### config.mk
export PLATFORM = sky130hd
export DESIGN_NAME = wb_write_lane
export DESIGN_NICKNAME = d
export VERILOG_FILES = /design/src/wb_upsize_pkg.sv /design/src/wb_write_lane.sv
export SDC_FILE = /design/constraint.sdc
export NUM_CORES = 1
export LEC_CHECK = 0
export ABC_AREA = 1
export BUFFER_PORTS_ARGS = -buffer_cell sky130_fd_sc_hd__buf_2
export CAP_MARGIN = 0
export CORE_MARGIN = 1.5
export CORE_UTILIZATION = 39
export CTS_BUF_LIST = sky130_fd_sc_hd__clkbuf_16
export DETAILED_ROUTE_END_ITERATION = 8
export GPL_TIMING_DRIVEN = 1
export HOLD_SLACK_MARGIN = 0.06
export PLACE_DENSITY_LB_ADDON = 0.25
export SYNTH_ARGS = -nofsm -noshare
export SYNTH_HDL_FRONTEND = slang
export SYNTH_SLANG_ARGS = --single-unit
### constraint.sdc
create_clock -name wbm_m2s_cyc -period 1.3 [get_ports wbm_m2s_cyc]
set_input_delay 0.26 -clock wbm_m2s_cyc [delete_from_list [all_inputs] [get_ports wbm_m2s_cyc]]
set_output_delay 0.26 -clock wbm_m2s_cyc [all_outputs]
set_load 0.05 [all_outputs]
### src/wb_upsize_pkg.sv
////////////////////
// Shared constants for the Wishbone 32-to-64 upsizer
// Used by the RTL and the testbench through scoped names
////////////////////

`default_nettype none

package wb_upsize_pkg;

  ////////////////////
  // Bus widths
  ////////////////////

  // Byte address width on both sides
  localparam int AW = 32;

  // Cycle-type and burst-type field widths
  localparam int CTI_W = 3;
  localparam int BTE_W = 2;

  ////////////////////
  // Cycle-type codes
  ////////////////////

  // Classic cycle, the only kind issued on the wide side
  localparam logic [CTI_W-1:0] CTI_CLASSIC = 3'b000;
  // Burst codes a narrow master may present
  localparam logic [CTI_W-1:0] CTI_CONST   = 3'b001;
  localparam logic [CTI_W-1:0] CTI_INCR    = 3'b010;
  localparam logic [CTI_W-1:0] CTI_EOB     = 3'b111;

  ////////////////////
  // Burst-type codes
  ////////////////////

  // Linear burst, driven on the wide side
  localparam logic [BTE_W-1:0] BTE_LINEAR  = 2'b00;
  localparam logic [BTE_W-1:0] BTE_WRAP4   = 2'b01;

endpackage

`default_nettype wire

### src/wb_write_lane.sv
////////////////////
// Write datapath of the upsizer
// Registers narrow data on every lane and a select for the addressed lane only
////////////////////

`default_nettype none

module wb_write_lane #(
  parameter int DW_IN = 32,
  parameter int SCALE = 2
) (
  input  wire                          wbm_m2s_cyc,
  input  wire                          rst_i,
  input  wire                          req_load_i,
  input  wire  [wb_upsize_pkg::AW-1:0] wbs_adr_i,
  input  wire  [DW_IN-1:0]             wbs_dat_i,
  input  wire  [DW_IN/8-1:0]           wbs_sel_i,
  output logic [DW_IN*SCALE-1:0]       wbm_dat_o,
  output logic [DW_IN*SCALE/8-1:0]     wbm_sel_o
);

  localparam int SB_IN    = DW_IN / 8;
  localparam int WORD_LSB = $clog2(SB_IN);
  localparam int ADR_LSB  = $clog2(DW_IN * SCALE / 8);

  // Lane picked by the request address
  logic [$clog2(SCALE)-1:0] req_lane;
  // Per-lane select activity, for the check below
  logic [SCALE-1:0]         lane_nz;

  assign req_lane = wbs_adr_i[ADR_LSB-1:WORD_LSB];

  ////////////////////
  // Capture
  ////////////////////

  // Same word on every lane, sel decides which bytes land
  always_ff @(posedge wbm_m2s_cyc) begin
    if (req_load_i) begin
      wbm_dat_o <= {SCALE{wbs_dat_i}};
    end
  end

  // Zero select outside the addressed lane
  always_ff @(posedge wbm_m2s_cyc) begin
    if (rst_i) begin
      wbm_sel_o <= '0;
    end else if (req_load_i) begin
      for (int l = 0; l < SCALE; l++) begin
        wbm_sel_o[l*SB_IN +: SB_IN] <= (req_lane == l) ? wbs_sel_i : '0;
      end
    end
  end

  ////////////////////
  // Checks
  ////////////////////

  for (genvar g = 0; g < SCALE; g++) begin : g_lane_nz
    assign lane_nz[g] = |wbm_sel_o[g*SB_IN +: SB_IN];
  end

  // At most one lane may carry byte enables
  a_one_lane : assert property (@(posedge wbm_m2s_cyc) disable iff (rst_i)
    $onehot0(lane_nz));

endmodule

`default_nettype wire

==> flow_summary.json <==
{
  "outcome": "finished, final reports clean",
  "antenna_left": 0,
  "crit_family": "flip-flops",
  "avgSynthCellArea_um2": 14.9,
  "globalplace.congestion": 0.640,
  "critPathMaxStageDelay_ps": 340,
  "final_nets": 256,
  "rr_endpoint": "wbm_sel_o[6]$_SDFFE_PP0P_",
  "die_h_um": 64.9,
  "grt_use_total": 0.121,
  "setup_tns_ps": 0,
  "synth-xor-area-share": 0,
  "n_antenna_cell": 0,
  "numPortBuffers": 111,
  "maxCapViolCount": 0,
  "grt_pass1_wl_um": 3820,
  "ys_seq_area_frac": 0.750,
  "yosys.area.top_type": "edfxtp_1",
  "clk_pin_slew_ps": 50,
  "hold_violations": 0,
  "drc_errors": 0,
  "hp-class": "input pin to register",
  "post_cts_buffers": 0,
  "hold_buffers": 0,
  "peakVddDrop_uv": 858,
  "rsz0062_at_grt": "no",
  "finClkSkew_ps": 0,
  "worst-setup-path-type": "register to primary output",
  "fmax_ghz": 0.874,
  "num_rows": 22,
  "firstDrtPassIters": 4,
  "cts_tree": "yes",
  "syn-instance-count": 100,
  "cts_made_buffers": 5,
  "cts-root-buf": "clkbuf_16",
  "synthAdderAreaFrac": 0,
  "insertion_delay_ps": 260,
  "ys_warn_count": 0,
  "yosys.area_share.simple": 0.0469,
  "fillers": 322,
  "die-area_um2": 4210,
  "drt-total-wl_um": 2620,
  "grt_pass1_vias": 886,
  "htree_levels": 2,
  "vias": 1002,
  "postSynthNetCount": 171,
  "powerDensity_nw_per_um2": 1720,
  "grt_max_degree": 42,
  "hpwl_um": 2120,
  "drive_above_1_share": 0.640,
  "min_from": "wbs_dat_i[0]",
  "io_pins": 143,
  "r2r-start": "wbm_sel_o[6]$_SDFFE_PP0P_",
  "crit_arrival_ps": 880,
  "worst_slew_pin_slew_ps": 258,
  "min_period_ps": 1140,
  "antenna_found_initial": 0,
  "rr_worst_depth": 2,
  "ctsResizeCount": 0,
  "synth.area.top_cells": "edfxtp_1, buf_4, dfxtp_1",
  "yosysTopAreaCellShare": 0.643,
  "path_cells": "buf_2",
  "path_buf_inv": 1,
  "utilization": 0.550,
  "r2r_slack_ps": 670,
  "worst_setup_path_start_kind": "register",
  "ys_seq_elements": 40,
  "clock_path_buffers": 2,
  "synthToLayoutAreaGrowth_pct": 34.7,
  "synth-compound-area-share": 0.0268,
  "clock_sinks": 40,
  "synth.mux.area_fraction": 0,
  "synth.distinct_cells": 10,
  "overflow": 0,
  "worstPathRequired_ps": 1040,
  "hold_depth": 1,
  "cp_max_fo": 2,
  "finalSetupViolations": 0,
  "min_to": "wbm_dat_o[32]$_DFFE_PP_",
  "via_per_inst": 4.28,
  "drv_slew": 0,
  "initial_core_util": 0.408,
  "hold_ws_ps": 164,
  "coreArea_um2": 3660,
  "power_leakage_nw": 0.946,
  "crit_slowest_cell": "edfxtp_1",
  "die_w_um": 64.9,
  "synth_top_family_by_area": "buffers and inverters",
  "initialDrtViolationCount": 39,
  "endpoint_kind": "primary output",
  "finalCritPeriodShare": 0.880,
  "syn_area_um2": 1490,
  "slew_headroom": 0.829,
  "wl_per_cell_um": 11.2
}
placed cells by master (no fill, tap or decap), drive strengths merged:
master / instances
inv: 4
nand3: 8
edfxtp: 32
clkinv: 1
dfxtp: 8
a21oi: 8
buf: 112
clkbuf: 5
nand2: 8
stage by stage:
step / worst slack [ps] / power, mW / instances / area [µm²]
after floorplan: 136 / 2.29 / 100 / 1490
after global placement: 351 / 2.41 / 226 / 1870
after global routing: 122 / 3.60 / 234 / 2010
after CTS: 136 / 3.51 / 234 / 2010
final: 156 / 3.46 / 234 / 2010
after detailed placement: 303 / 2.42 / 226 / 1870
flip-flops by register name (all words and copies together), names as in the netlist:
signal     flops
wbm_sel_o      8
wbm_dat_o     32
final cells by class:
cell class	count	area, µm²	area share
flip-flops and latches	40	1120	0.557
well taps	48	60.1	0.0299
inverters	2	7.51	0.00373
repair buffers	112	576	0.286
clock inverters	3	12.5	0.00622
multi-input cells	24	110	0.0547
clock buffers	5	125	0.0622
kinds of logic (layout without fill, tap and decap cells):
kind of cell / Yosys count / in the layout
flops: 40 / 40
buf+inv: 36 / 122
simple gates: 16 / 16
compound gates: 8 / 8
per-layer routing:
| metal | wire [µm] | vias to the layer above | part of all wire | GRT usage |
|---|---|---|---|---|
| li1 | - | 483 | - | - |
| met1 | 885 | 456 | 0.34 | 0.122 |
| met2 | 1450 | 61 | 0.55 | 0.226 |
| met3 | 277 | 2 | 0.11 | 0.0399 |
| met4 | 12 | 0 | 0.0046 | 0.0479 |
| met5 | 0 | - | 0 | 0 |
Yosys cell counts:
library cell,number
buf_4,32
edfxtp_1,32
a21oi_1,8
dfxtp_1,8
nand2_1,8
nand3_1,8
buf_1,1
buf_6,1
inv_1,1
inv_2,1
power breakdown:
| group | internal, mW | switching (mW) |
|---|---|---|
| Clock | 0.690 | 0.386 |
| Sequential | 1.48 | 0.0362 |
| Combinational | 0.164 | 0.700 |
| Total | 2.34 | 1.12 |
worst max path at each step:
stage,start,end,cells after the start
after global placement,req_load_i,wbm_sel_o[3]$_SDFFE_PP0P_,5
after floorplan,wbm_dat_o[32]$_DFFE_PP_,wbm_dat_o[32],1
after global routing,wbm_sel_o[0]$_SDFFE_PP0P_,wbm_sel_o[0],1
after CTS,wbm_dat_o[55]$_DFFE_PP_,wbm_dat_o[23],1
after detailed placement,req_load_i,wbm_sel_o[6]$_SDFFE_PP0P_,5
final,wbm_dat_o[34]$_DFFE_PP_,wbm_dat_o[2],1
(Power assumes the default switching activity.)
