### src/wb_read_lane.sv
////////////////////
// Read datapath of the upsizer
// Captures the addressed narrow word of the wide read data on response
////////////////////

`default_nettype none

module wb_read_lane #(
  parameter int DW_IN = 32,
  parameter int SCALE = 2
) (
  input  wire                       wbm_m2s_cyc,
  input  wire                       rst_i,
  input  wire                       rsp_load_i,
  input  wire  [$clog2(SCALE)-1:0]  lane_i,
  input  wire  [DW_IN*SCALE-1:0]    wbm_dat_i,
  output logic [DW_IN-1:0]          wbs_dat_o
);

  // Narrow word at the registered lane
  logic [DW_IN-1:0] lane_word;

  ////////////////////
  // Lane select
  ////////////////////

  // Indexed part-select, lane 0 is the low word
  assign lane_word = wbm_dat_i[lane_i*DW_IN +: DW_IN];

  ////////////////////
  // Hold register
  ////////////////////

  // Loaded with the wide response edge
  // Stays put until the next response, so it covers the narrow ack cycle
  always_ff @(posedge wbm_m2s_cyc) begin
    if (rst_i) begin
      wbs_dat_o <= '0;
    end else if (rsp_load_i) begin
      wbs_dat_o <= lane_word;
    end
  end

endmodule

`default_nettype wire

### config.mk
export PLATFORM = sky130hd
export DESIGN_NAME = wb_read_lane
export DESIGN_NICKNAME = d
export VERILOG_FILES = /design/src/wb_read_lane.sv
export SDC_FILE = /design/constraint.sdc
export NUM_CORES = 1
export LEC_CHECK = 0
export ABC_AREA = 1
export BUFFER_PORTS_ARGS = -buffer_cell sky130_fd_sc_hd__buf_2
export CORE_ASPECT_RATIO = 0.8
export CORE_MARGIN = 10
export CORE_UTILIZATION = 43
export CTS_CLUSTER_DIAMETER = 100
export DETAILED_ROUTE_END_ITERATION = 8
export PLACE_DENSITY = 0.82
export SYNTH_ARGS = -nofsm -noshare
export SYNTH_HDL_FRONTEND = slang
export SYNTH_SLANG_ARGS = --single-unit
### constraint.sdc
create_clock -name wbm_m2s_cyc -period 0.9 [get_ports wbm_m2s_cyc]
set_input_delay 0.09 -clock wbm_m2s_cyc [delete_from_list [all_inputs] [get_ports wbm_m2s_cyc]]
set_output_delay 0.09 -clock wbm_m2s_cyc [all_outputs]
set_load 0.03 [all_outputs]
==> results of run 1 <==
-- how the worst min path moves through the flow --
stage | from | endpoint | slack [ps]
after global routing | wbm_dat_i[4] | wbs_dat_o[4] | 110
after detailed placement | wbm_dat_i[6] | wbs_dat_o[6] | 380
final | wbm_dat_i[10] | wbs_dat_o[10] | 100
after floorplan | rst_i | wbs_dat_o[30] | 240
after CTS | wbm_dat_i[6] | wbs_dat_o[6] | 90
after global placement | wbm_dat_i[4] | wbs_dat_o[4] | 370
-- where the power goes --
| group | internal (mW) | leakage (nW) | switching, mW | total (mW) |
|---|---|---|---|---|
| clock | 0.623 | 0.0455 | 0.479 | 1.10 |
| sequential | 1.53 | 0.268 | 0.0611 | 1.59 |
| combinational | 0.415 | 1.13 | 0.556 | 0.971 |
-- logic make-up (layout without fill, tap and decap cells) --
logic type    count (synthesis)  in the layout  share of synthesized area (%)
buf+inv                      50            145                          15.92
flops                        32             32                          38.44
simple gates                192            192                          45.65
-- through the flow --
stage          utilization, %  setup slack, ps  power, mW  std cells
6_report                63.11            24.70      3.660        424
5_1_grt                 63.11          -0.9939      3.882        424
4_1_cts                 61.26            1.626      3.673        424
3_5_place_dp            57.02            81.52      2.491        416
3_3_place_gp            57.02            111.6      2.474        416
2_1_floorplan               -            115.6      2.193        274
-- cell type report --
cell class / count / area share, %
tap: 55 / 2.886
multi-input combinational: 192 / 31.90
clock buffer: 8 / 3.778
inverter: 33 / 5.299
sequential: 32 / 27.18
timing repair buffer: 104 / 28.96
-- tightest hold or removal path, delay by kind of cell --
kind	cells	cell delay, ps
simple gates	3	140
buf+inv	2	110
-- synth_stat cells --
library cell | number | area (sq um)
nand2_1 | 96 | 360.4
nor2_1 | 64 | 240.2
dfxtp_1 | 32 | 640.6
inv_1 | 32 | 120.1
nand3_1 | 32 | 160.2
buf_6 | 7 | 78.83
buf_2 | 6 | 30.03
buf_4 | 4 | 30.03
inv_4 | 1 | 6.260
-- metal layers --
layer / vias up / track usage [%]
met3: 5 / 5.342
met4: 0 / 5.282
met5: - / 0
met1: 811 / 15.05
li1: 997 / -
met2: 59 / 24.76
==> impl_metrics.ini, run 1 <==
[run_status]
run_status = complete, no violations

[power_and_ir_drop]
ir_worst_vdd_mv = 1.025
power_density_nw_per_um2 = 1535
p_leak_nw = 1.440

[worst_setup_path]
critPathArrivalTime_ps = 790
cp-endpoint = wbs_dat_o[27]
start_kind = flip-flop
cp_cell_sequence = clkbuf_4
crit_type = flip-flop to primary output
rr_worst_depth = 4
worstPathMaxFanout = 2
startpoint = wbs_dat_o[27]
crit_cells = 1
r2r_start = wbs_dat_o[31]
cp_data_required_time_ps = 810
cp-end-kind = primary output
timing.rr.end = wbs_dat_o[31]
cp_top_family = flip-flops
cp_slowest_stage_delay_ps = 320
ff2ff_setup_slack_ps = 210
crit_slowest_cell = dfxtp_1
path_buf_inv = 1

[cells_and_area]
fin_nets = 436
layout_common_cells = nand2_1, buf_2, nor2_1, nand3_1, inv_1
register_area_sq_um = 648.1
diodes = 0
final_common_cell = nand2_1
top_register = wbs_dat_o
layout-drive-gt1-share_pct = 31.71
largestRegisters = wbs_dat_o: 32 flops
final_area_sq_um = 2385
area_growth_pct = 43.09
multi_input_area_sq_um = 760.7
largest_reg_flops = 32
fillCellCount = 340

[clock_tree]
cts_made_buffers = 5
cts_setup_buffers = 0
clk_pin_slew_ps = 60
cts.sinks = 32
insertion_delay_ps = 270
cts_tree = built
cts_resized = 28
h-tree-depth = 2
clock_path_buffers = 2
cts-root-buf = clkbuf_8
cts_hold_buf = 0

[drt]
vias_per_cell = 4.415
dr_wl_met3_um = 472
initialDrtViolationCount = 43
wl_per_cell_um = 11.71
met1_length_mm = 2.074
routed_wl_mm = 4.967
met2_length_mm = 2.369
drt-pass1-iter-count = 5
drtAntennaViolNets = 0
vias = 1872
drcViolationCount = 0
top_layer = met4

[yosys]
syn_area_per_cell_sq_um = 6.082
ys_seq_area_share_pct = 38.44
yosys_warnings = 0
syn-instance-count = 274
synth_cell_types = 9
syn-num-nets = 342
synth_seq_cells = 32
netlist_area_sq_um = 1667

[grt]
grt_pass1_wl_mm = 7.534
antenna_found_initial = 0
first_global_vias = 1743
grt_max_degree = 42
grt_use_total_pct = 14.07
grt_overflow = 0

[timing]
drv_slew = 0
whs_ps = 98.01
finClkSkew_ps = 0
hold_viol = 0
tightest_slew_ps = 314.5
fmax_ghz = 1.142
setup_viol = 0
fin_crit_ps = 875.3
relSlewSlack_pct = 79.03
finalSetupTns_ps = 0
finalCritPeriodShare_pct = 97.26

[floorplan]
io-pin-count = 100
start_util_pct = 44.11
die_w_um = 89.61
coreArea_sq_um = 3779
die_area_sq_um = 6782
die_h_um = 75.69
rows = 20

[hold_path]
holdCritPathClass = input port to flip-flop
min_path_cells = 5

[placement]
dp_hpwl_mm = 3.713
portBuffers = 99
place_congestion = 0.7399
dpl_cell_area_sq_um = 2155

[job]
maxCapViolations = 0
Note: power is estimated with default switching activity, not from simulation.
==> run 2: changes to the inputs <==
--- a/config.mk
+++ b/config.mk
@@ -13,6 +13,7 @@
 export CTS_CLUSTER_DIAMETER = 100
 export DETAILED_ROUTE_END_ITERATION = 8
 export PLACE_DENSITY = 0.82
+export REMOVE_ABC_BUFFERS = 1
 export SYNTH_ARGS = -nofsm -noshare
 export SYNTH_HDL_FRONTEND = slang
 export SYNTH_SLANG_ARGS = --single-unit
==> run 2 against run 1 <==
Sequential share of layout area is 0.33 points lower. Clock power hardly changed. Flip-flop and latch count stayed put. Critical endpoint is now wbs_dat_o[24]. Clock-buffer cell count is 2 lower. Final cell count stayed put. Worst setup slack worse by 6.9 ps. Critical path type unchanged. Via count is 0.16% higher. Maximum frequency is 0.78% lower. Final area is 1.0% higher. Highest routed layer unchanged. Sequential power hardly changed. Largest cell class unchanged. Global-route usage is 0.38 points higher. Combinational power is 1% higher.
==> impl_metrics.ini, run 2 (synthesized netlist as in run 1, its figures left out) <==
[run_status]
run_status = complete, no violations

[cells_and_area]
fin_nets = 436
final_cells = 424
largest_reg_flops = 32
diodes = 0
top_register = wbs_dat_o
area_growth_pct = 44.59
fillCellCount = 363
final_common_cell = nand2_1
layout-drive-gt1-share_pct = 31.98
layout_common_cells = nand2_1, buf_2, nor2_1, nand3_1, inv_1
largestRegisters = wbs_dat_o: 32 flops

[floorplan]
die_h_um = 75.69
rows = 20
coreArea_sq_um = 3779
die_area_sq_um = 6782
start_util_pct = 44.11
io-pin-count = 100
die_w_um = 89.61

[worst_setup_path]
critPathArrivalTime_ps = 790
cp-end-kind = primary output
worstPathMaxFanout = 2
crit_type = flip-flop to primary output
start_kind = flip-flop
crit_slowest_cell = dfxtp_1
r2r_start = wbs_dat_o[30]
cp_slowest_stage_delay_ps = 370
cp_top_family = flip-flops
cp_data_required_time_ps = 810
cp_cell_sequence = buf_6
startpoint = wbs_dat_o[24]
path_buf_inv = 1

[power_and_ir_drop]
ir_worst_vdd_mv = 1.084
p_leak_nw = 1.453
power_density_nw_per_um2 = 1530

[drt]
initialDrtViolationCount = 122
drt-pass1-iter-count = 4
drcViolationCount = 0
routed_wl_mm = 5.034
drtAntennaViolNets = 0
wl_per_cell_um = 11.87
vias = 1875
vias_per_cell = 4.422

[clock_tree]
cts.sinks = 32
h-tree-depth = 2
cts_made_buffers = 5
clock_path_buffers = 2
cts_setup_buffers = 0
cts_tree = built
clk_pin_slew_ps = 70
cts-root-buf = clkbuf_8
cts_hold_buf = 0
insertion_delay_ps = 270

[placement]
dp_hpwl_mm = 3.664
portBuffers = 99
dp_cells = 416
place_congestion = 0.7636

[timing]
drv_slew = 0
tightest_slew_ps = 312.9
relSlewSlack_pct = 79.14
fmax_ghz = 1.134
finalCritPeriodShare_pct = 98.02
finalSetupTns_ps = 0
finClkSkew_ps = 0
hold_viol = 0
fin_crit_ps = 882.2
setup_viol = 0

[hold_path]
hold_start = wbm_dat_i[25]
holdCritPathClass = input port to flip-flop

[grt]
grt_pass1_wl_mm = 7.797
grt_use_total_pct = 14.45
grt_overflow = 0
antenna_found_initial = 0
first_global_vias = 1756
grt_max_degree = 41

[job]
maxCapViolations = 0
==> run 2: what timing repair did <==
item / in CTS / in global routing
endpoints found under the setup margin: 23 / 25
pin swaps: 0 / 0
resized for setup: 23 / 40
==> run 2: metrics by stage <==
step	power (mW)	hold slack (ps)	area, sq um	setup slack [ps]	utilization [%]
3_3_place_gp	2.478	366.4	2167	114.0	57.35
3_5_place_dp	2.495	376.8	2167	90.29	57.35
4_1_cts	3.676	85.95	2317	1.006	61.32
6_report	3.686	97.20	2410	17.78	63.77
2_1_floorplan	2.083	238.1	1528	115.6	-
5_1_grt	3.913	101.5	2410	-16.66	63.77
==> run 2: path summary, 6_finish.rpt <==
check                  endpoint  slack (ps)  cells past startpoint
setup reg to reg  wbs_dat_o[30]         220                      4
setup / recovery  wbs_dat_o[24]          20                      1
hold reg to reg   wbs_dat_o[17]         550                      4
hold / removal    wbs_dat_o[25]         100                      5
==> run 2: power breakdown <==
part	leakage, nW	internal [mW]	switching [mW]
Combinational	1.13	0.427	0.555
Clock	0.0510	0.609	0.505
Sequential	0.267	1.53	0.0646
Total	1.45	2.56	1.12
==> run 2: final cells by class <==
cell class | instances | area [sq um] | area share [%]
clock inverter | 2 | 10.01 | 0.4154
multi-input combinational | 192 | 760.7 | 31.57
clock buffer | 6 | 82.58 | 3.427
timing repair buffer | 104 | 714.4 | 29.65
sequential | 32 | 646.9 | 26.84
tap | 55 | 68.82 | 2.856
inverter | 33 | 126.4 | 5.244
==> run 2: layer usage <==
layer	global-route usage (%)	wire length (um)
met5	0	0
met4	4.225	37
met3	6.517	639
met2	23.31	2264
met1	16.92	2093
