===== config.mk =====
export PLATFORM = sky130hd
export DESIGN_NAME = wb_upsize_ctrl
export DESIGN_NICKNAME = d
export VERILOG_FILES = /design/src/wb_upsize_pkg.sv /design/src/wb_upsize_ctrl.sv
export SDC_FILE = /design/constraint.sdc
export NUM_CORES = 1
export LEC_CHECK = 0
export ABC_AREA = 0
export BUFFER_PORTS_ARGS = -buffer_cell sky130_fd_sc_hd__buf_2
export CORE_AREA = 2 2 67 69
export CTS_BUF_LIST = sky130_fd_sc_hd__clkbuf_4 sky130_fd_sc_hd__clkbuf_8
export CTS_CLUSTER_SIZE = 24
export DETAILED_ROUTE_END_ITERATION = 6
export DIE_AREA = 0 0 69 71
export RECOVER_POWER = 50
export SKIP_LAST_GASP = 1
export SLEW_MARGIN = 20
export SYNTH_ARGS = -nofsm -noshare
export SYNTH_HDL_FRONTEND = slang
export SYNTH_SLANG_ARGS = --single-unit

===== constraint.sdc =====
create_clock -name wbm_m2s_cyc -period 2 [get_ports wbm_m2s_cyc]
set_input_delay 0.4 -clock wbm_m2s_cyc [delete_from_list [all_inputs] [get_ports wbm_m2s_cyc]]
set_output_delay 0.4 -clock wbm_m2s_cyc [all_outputs]
set_load 0.005 [all_outputs]

===== src/wb_upsize_pkg.sv =====
////////////////////
// Shared constants for the Wishbone 32-to-64 upsizer
// Used by the RTL and the testbench through scoped names
////////////////////

`default_nettype none

package wb_upsize_pkg;

  ////////////////////
  // Bus widths
  ////////////////////

  // Byte address width on both sides
  localparam int AW = 32;

  // Cycle-type and burst-type field widths
  localparam int CTI_W = 3;
  localparam int BTE_W = 2;

  ////////////////////
  // Cycle-type codes
  ////////////////////

  // Classic cycle, the only kind issued on the wide side
  localparam logic [CTI_W-1:0] CTI_CLASSIC = 3'b000;
  // Burst codes a narrow master may present
  localparam logic [CTI_W-1:0] CTI_CONST   = 3'b001;
  localparam logic [CTI_W-1:0] CTI_INCR    = 3'b010;
  localparam logic [CTI_W-1:0] CTI_EOB     = 3'b111;

  ////////////////////
  // Burst-type codes
  ////////////////////

  // Linear burst, driven on the wide side
  localparam logic [BTE_W-1:0] BTE_LINEAR  = 2'b00;
  localparam logic [BTE_W-1:0] BTE_WRAP4   = 2'b01;

endpackage

`default_nettype wire


===== src/wb_upsize_ctrl.sv =====
////////////////////
// Upsizer control FSM
// Turns one narrow Wishbone request into one classic wide cycle
// and returns the wide response on the narrow side one cycle later
////////////////////

`default_nettype none

module wb_upsize_ctrl #(
  parameter int DW_IN = 32,
  parameter int SCALE = 2
) (
  input  wire                              wbm_m2s_cyc,
  input  wire                              rst_i,
  // Narrow side request
  input  wire  [wb_upsize_pkg::AW-1:0]     wbs_adr_i,
  input  wire                              wbs_we_i,
  input  wire                              wbs_cyc_i,
  input  wire                              wbs_stb_i,
  // Wide side response
  input  wire                              wbm_ack_i,
  input  wire                              wbm_err_i,
  input  wire                              wbm_rty_i,
  // Wide side request
  output logic [wb_upsize_pkg::AW-1:0]     wbm_adr_o,
  output logic                             wbm_we_o,
  output logic                             wbm_cyc_o,
  output logic                             wbm_stb_o,
  output logic [wb_upsize_pkg::CTI_W-1:0]  wbm_cti_o,
  output logic [wb_upsize_pkg::BTE_W-1:0]  wbm_bte_o,
  // Narrow side response
  output logic                             wbs_ack_o,
  output logic                             wbs_err_o,
  output logic                             wbs_rty_o,
  // Datapath strobes
  output logic                             req_load_o,
  output logic [$clog2(SCALE)-1:0]         lane_o,
  output logic                             rsp_load_o
);

  localparam int AW       = wb_upsize_pkg::AW;
  // Byte offset bits inside a narrow word
  localparam int WORD_LSB = $clog2(DW_IN / 8);
  // Byte offset bits inside a wide word
  localparam int ADR_LSB  = $clog2(DW_IN * SCALE / 8);

  typedef enum logic [1:0] {
    ST_IDLE,
    ST_WIDE,
    ST_RESP
  } state_t;

  state_t state_q;
  logic   wide_rsp;

  ////////////////////
  // Strobes
  ////////////////////

  // Accept only from idle
  assign req_load_o = (state_q == ST_IDLE) && wbs_cyc_i && wbs_stb_i;
  // Any wide response ends the cycle
  assign wide_rsp   = wbm_ack_i || wbm_err_i || wbm_rty_i;
  assign rsp_load_o = (state_q == ST_WIDE) && wide_rsp;

  // Wide cycle lives exactly as long as the WIDE state
  assign wbm_cyc_o = (state_q == ST_WIDE);
  assign wbm_stb_o = (state_q == ST_WIDE);
  // Bursts collapse to single classic accesses
  assign wbm_cti_o = wb_upsize_pkg::CTI_CLASSIC;
  assign wbm_bte_o = wb_upsize_pkg::BTE_LINEAR;

  ////////////////////
  // State machine
  ////////////////////

  always_ff @(posedge wbm_m2s_cyc) begin
    if (rst_i) begin
      state_q <= ST_IDLE;
    end else begin
      case (state_q)
        ST_IDLE: if (req_load_o) state_q <= ST_WIDE;
        ST_WIDE: if (wide_rsp) state_q <= ST_RESP;
        // One-cycle response, master still holds stb here
        default: state_q <= ST_IDLE;
      endcase
    end
  end

  // Narrow response pulse, ack wins over err over rty
  always_ff @(posedge wbm_m2s_cyc) begin
    if (rst_i) begin
      wbs_ack_o <= 1'b0;
      wbs_err_o <= 1'b0;
      wbs_rty_o <= 1'b0;
    end else begin
      wbs_ack_o <= rsp_load_o && wbm_ack_i;
      wbs_err_o <= rsp_load_o && !wbm_ack_i && wbm_err_i;
      wbs_rty_o <= rsp_load_o && !wbm_ack_i && !wbm_err_i && wbm_rty_i;
    end
  end

  // Request capture, address aligned down to the wide word
  always_ff @(posedge wbm_m2s_cyc) begin
    if (req_load_o) begin
      wbm_adr_o <= {wbs_adr_i[AW-1:ADR_LSB], {ADR_LSB{1'b0}}};
      wbm_we_o  <= wbs_we_i;
      // Low word-address bits pick the lane
      lane_o    <= wbs_adr_i[ADR_LSB-1:WORD_LSB];
    end
  end

  ////////////////////
  // Checks
  ////////////////////

  // One response kind per narrow cycle
  a_rsp_onehot : assert property (@(posedge wbm_m2s_cyc) disable iff (rst_i)
    $onehot0({wbs_ack_o, wbs_err_o, wbs_rty_o}));

  // Wide strobe only drops after the slave answered
  a_stb_fall : assert property (@(posedge wbm_m2s_cyc) disable iff (rst_i)
    $fell(wbm_stb_o) |-> $past(wide_rsp));

  // Narrow master must hold its request until the response
  a_no_abort : assert property (@(posedge wbm_m2s_cyc) disable iff (rst_i)
    (state_q != ST_IDLE) |-> (wbs_cyc_i && wbs_stb_i));

endmodule

`default_nettype wire


==> metrics.md <==
| Metric | Value |
|---|---|
| Fill cell total of the finished layout | `406` |
| Critical path fanouts, max | `4` |
| Setup violators final | `0` |
| Worst-margin pin slew | `approximately 0.55 ns` |
| Drt total wl | `2.36 mm` |
| DP Wirelength | `1.95 mm` |
| TritonCTS Buffers | `5` |
| Via/cell ratio | `3.95` |
| Synth top area share | `77.7%` |
| Root Buffer | `clkbuf_8` |
| Port Buffers | `75` |
| Inst Count DP | `185` |
| Share of layout cells above drive strength 1 | `58.2%` |
| Register area share after synthesis | `86.0%` |
| Most frequent cell after synthesis | `edfxtp_1` |
| Crit path time final | `1.62 ns` |
| Remaining DRCs | `0` |
| Vias | `762` |
| # diodes | `0` |
| Pin count of the biggest net entering global routing | `22` |
| Max stage delay on crit path | `approximately 0.41 ns` |
| Area Growth Syn to Fin | `41.9%` |
| Critical Path Slowest Stage Cell | `or3_1` |
| Post-synth cell types | `14` |
| Post-synth EDFFs | `31` |
| Final Hold Fails | `0` |
| CP most frequent cell | `buf_2` |
| Clock sink count | `36` |
| Seq cells post-synth | `36` |
| Final Net Count | `180` |
| Run status | `complete, no violations` |
| # hold bufs at CTS | `0` |
| Max VDD drop | `slightly below 0.3 mV` |
| Worst path required time | `1.60 ns` |
| Clk Latency, worst-skew pair | `0.28 ns` |
| Commonest cells in the netlist | `31 x edfxtp_1, 9 x buf_4, 5 x dfxtp_1` |
| Initial antenna violation count | `0` |
| Routability congestion estimate | `~0.74` |
| First-pass GRT wire length | `3.65 mm` |
| Synth area leaders | `edfxtp_1 78%, dfxtp_1 8.4%, buf_4 5.6%` |
| Tcrit/Tclk final | `81.1%` |
| Post-Syn Area | `1200 sq um` |
| Power Density | `924 nW/um^2` |
| CTS resizes | `0` |
| Setup_tns | `0 ns` |
| Die width | `slightly below 70 um` |
| Number of global-route vias before repair | `750` |
| Async S/R FF share, synth | `0%` |
| Slew margin rel. | `63.5%` |
| Min-Delay Path Class | `input pin to flop` |
| Initial Utilization | `28.5%` |
| CTS tree | `built` |
| Die Y | `slightly above 70 um` |
| WL/cell | `12.2 um` |
| Row cnt | `24` |
| # IOs | `86` |
| Slew Limit Fails | `0` |
| Antenna-violating nets left | `0` |
| Crit. End Element | `primary output` |
| First-pass iteration count of the detailed router | `4` |
| Tot Pwr | `1570 uW` |
| Main synth FF type | `edfxtp_1` |
| Max cap viols | `0` |
| Synth area leader | `edfxtp_1` |
| Die area | `4900 sq um` |
| Leak | `~0.00075 uW` |
| RSZ-0062 raised after global routing | `false` |
| Critical path class | `input pin to primary output` |
| Clk buf depth | `2` |
| Remaining global-route overflow | `0` |
| Cells along the critical path | `buf_2, or3_1, and2_1, buf_2` |
| Average size of a mapped cell | `20.7 sq um` |
| GRT Total Usage | `10.0%` |
| H-tree Lvls | `2` |
| Critical Path AT | `roughly 1.2 ns` |
| Filler-free cell count of the finished design | `193` |
| Synth warnings | `0` |
| Final clock skew | `0.00543 ns` |
| Worst-path clk slew | `0.07 ns` |
| DRT iter0 DRCs | `47` |
| Startpoint types | `input pin` |
| Setup Buffers After CTS | `0` |
| Synth Instances | `58` |
| Core area | `approximately 4200 sq um` |
| Max frequency | `617 MHz` |
[cell families after synthesis]
| group | after synthesis | share of synthesized area, % |
|---|---|---|
| compound gates | 1 | 0.522 |
| buf+inv | 11 | 6.26 |
| flops | 36 | 86.0 |
| other cells | 1 | 0.313 |
| simple gates | 9 | 6.89 |
[registers in the layout, summed over array words and instances (netlist names)]
signal	flops
wbm_we_o	1
wbs_rty_o	1
lane_o	1
wbm_adr_o	29
wbs_err_o	1
state_q	2
wbs_ack_o	1
[worst max-delay path: cells and delay by family]
kind                   cells  cell delay (ns)
buffers and inverters      2             0.24
and+or+nand+nor            2             0.58
[final timing paths]
path,startpoint,endpoint,slack (ns),cells after the start
min reg2reg,state_q[0],state_q[0],0.61,2
max,wbm_ack_i,rsp_load_o,0.38,4
min,wbs_adr_i[25],wbm_adr_o[25],0.29,1
max reg2reg,state_q[0],wbm_adr_o[30],0.56,3
[cell type report]
cell class | count | area, sq um | share of cell area, %
Clock buffer | 6 | 76.3 | 4.49
Clock inverter | 2 | 35.0 | 2.06
Inverter | 2 | 7.51 | 0.442
Multi-Input combinational cell | 18 | 101 | 5.96
Sequential cell | 36 | 1030 | 60.6
Tap cell | 52 | 65.1 | 3.83
Timing Repair Buffer | 77 | 384 | 22.6
[cell usage in the layout (no fill, tap or decap), types with 2 or more instances in the layout]
cell type  Yosys  routed
dfxtp_1        5       5
inv_1          2       2
buf_2          0      73
clkbuf_1       0       3
clkbuf_8       0       5
nor2b_1        2       2
edfxtp_1      31      31
conb_1         1       8
[layer usage]
metal,global-route usage (%),vias to the layer above,routed length (um)
met5,0,-,0
met4,4.58,0,40
met3,6.41,5,334
met2,15.6,62,1060
met1,10.7,337,923
li1,-,358,-
[stage by stage]
stage          instance area [sq um]  setup WS [ns]  utilization [%]  hold slack (ns)
3_5_place_dp                    1610          0.359             38.4            0.579
4_1_cts                         1720          0.361             41.0            0.282
2_1_floorplan                   1220          0.425                -            0.470
6_report                        1700          0.379             40.4            0.294
3_3_place_gp                    1610          0.372             38.4            0.577
5_1_grt                         1700          0.344             40.4            0.279
[where the power goes]
part / total (uW) / switching (uW) / internal [uW]
clock network: 614 / 231 / 383
logic: 98.5 / 47.9 / 50.6
registers: 859 / 6.83 / 852
No activity file was read; power rests on OpenSTA's default activity.
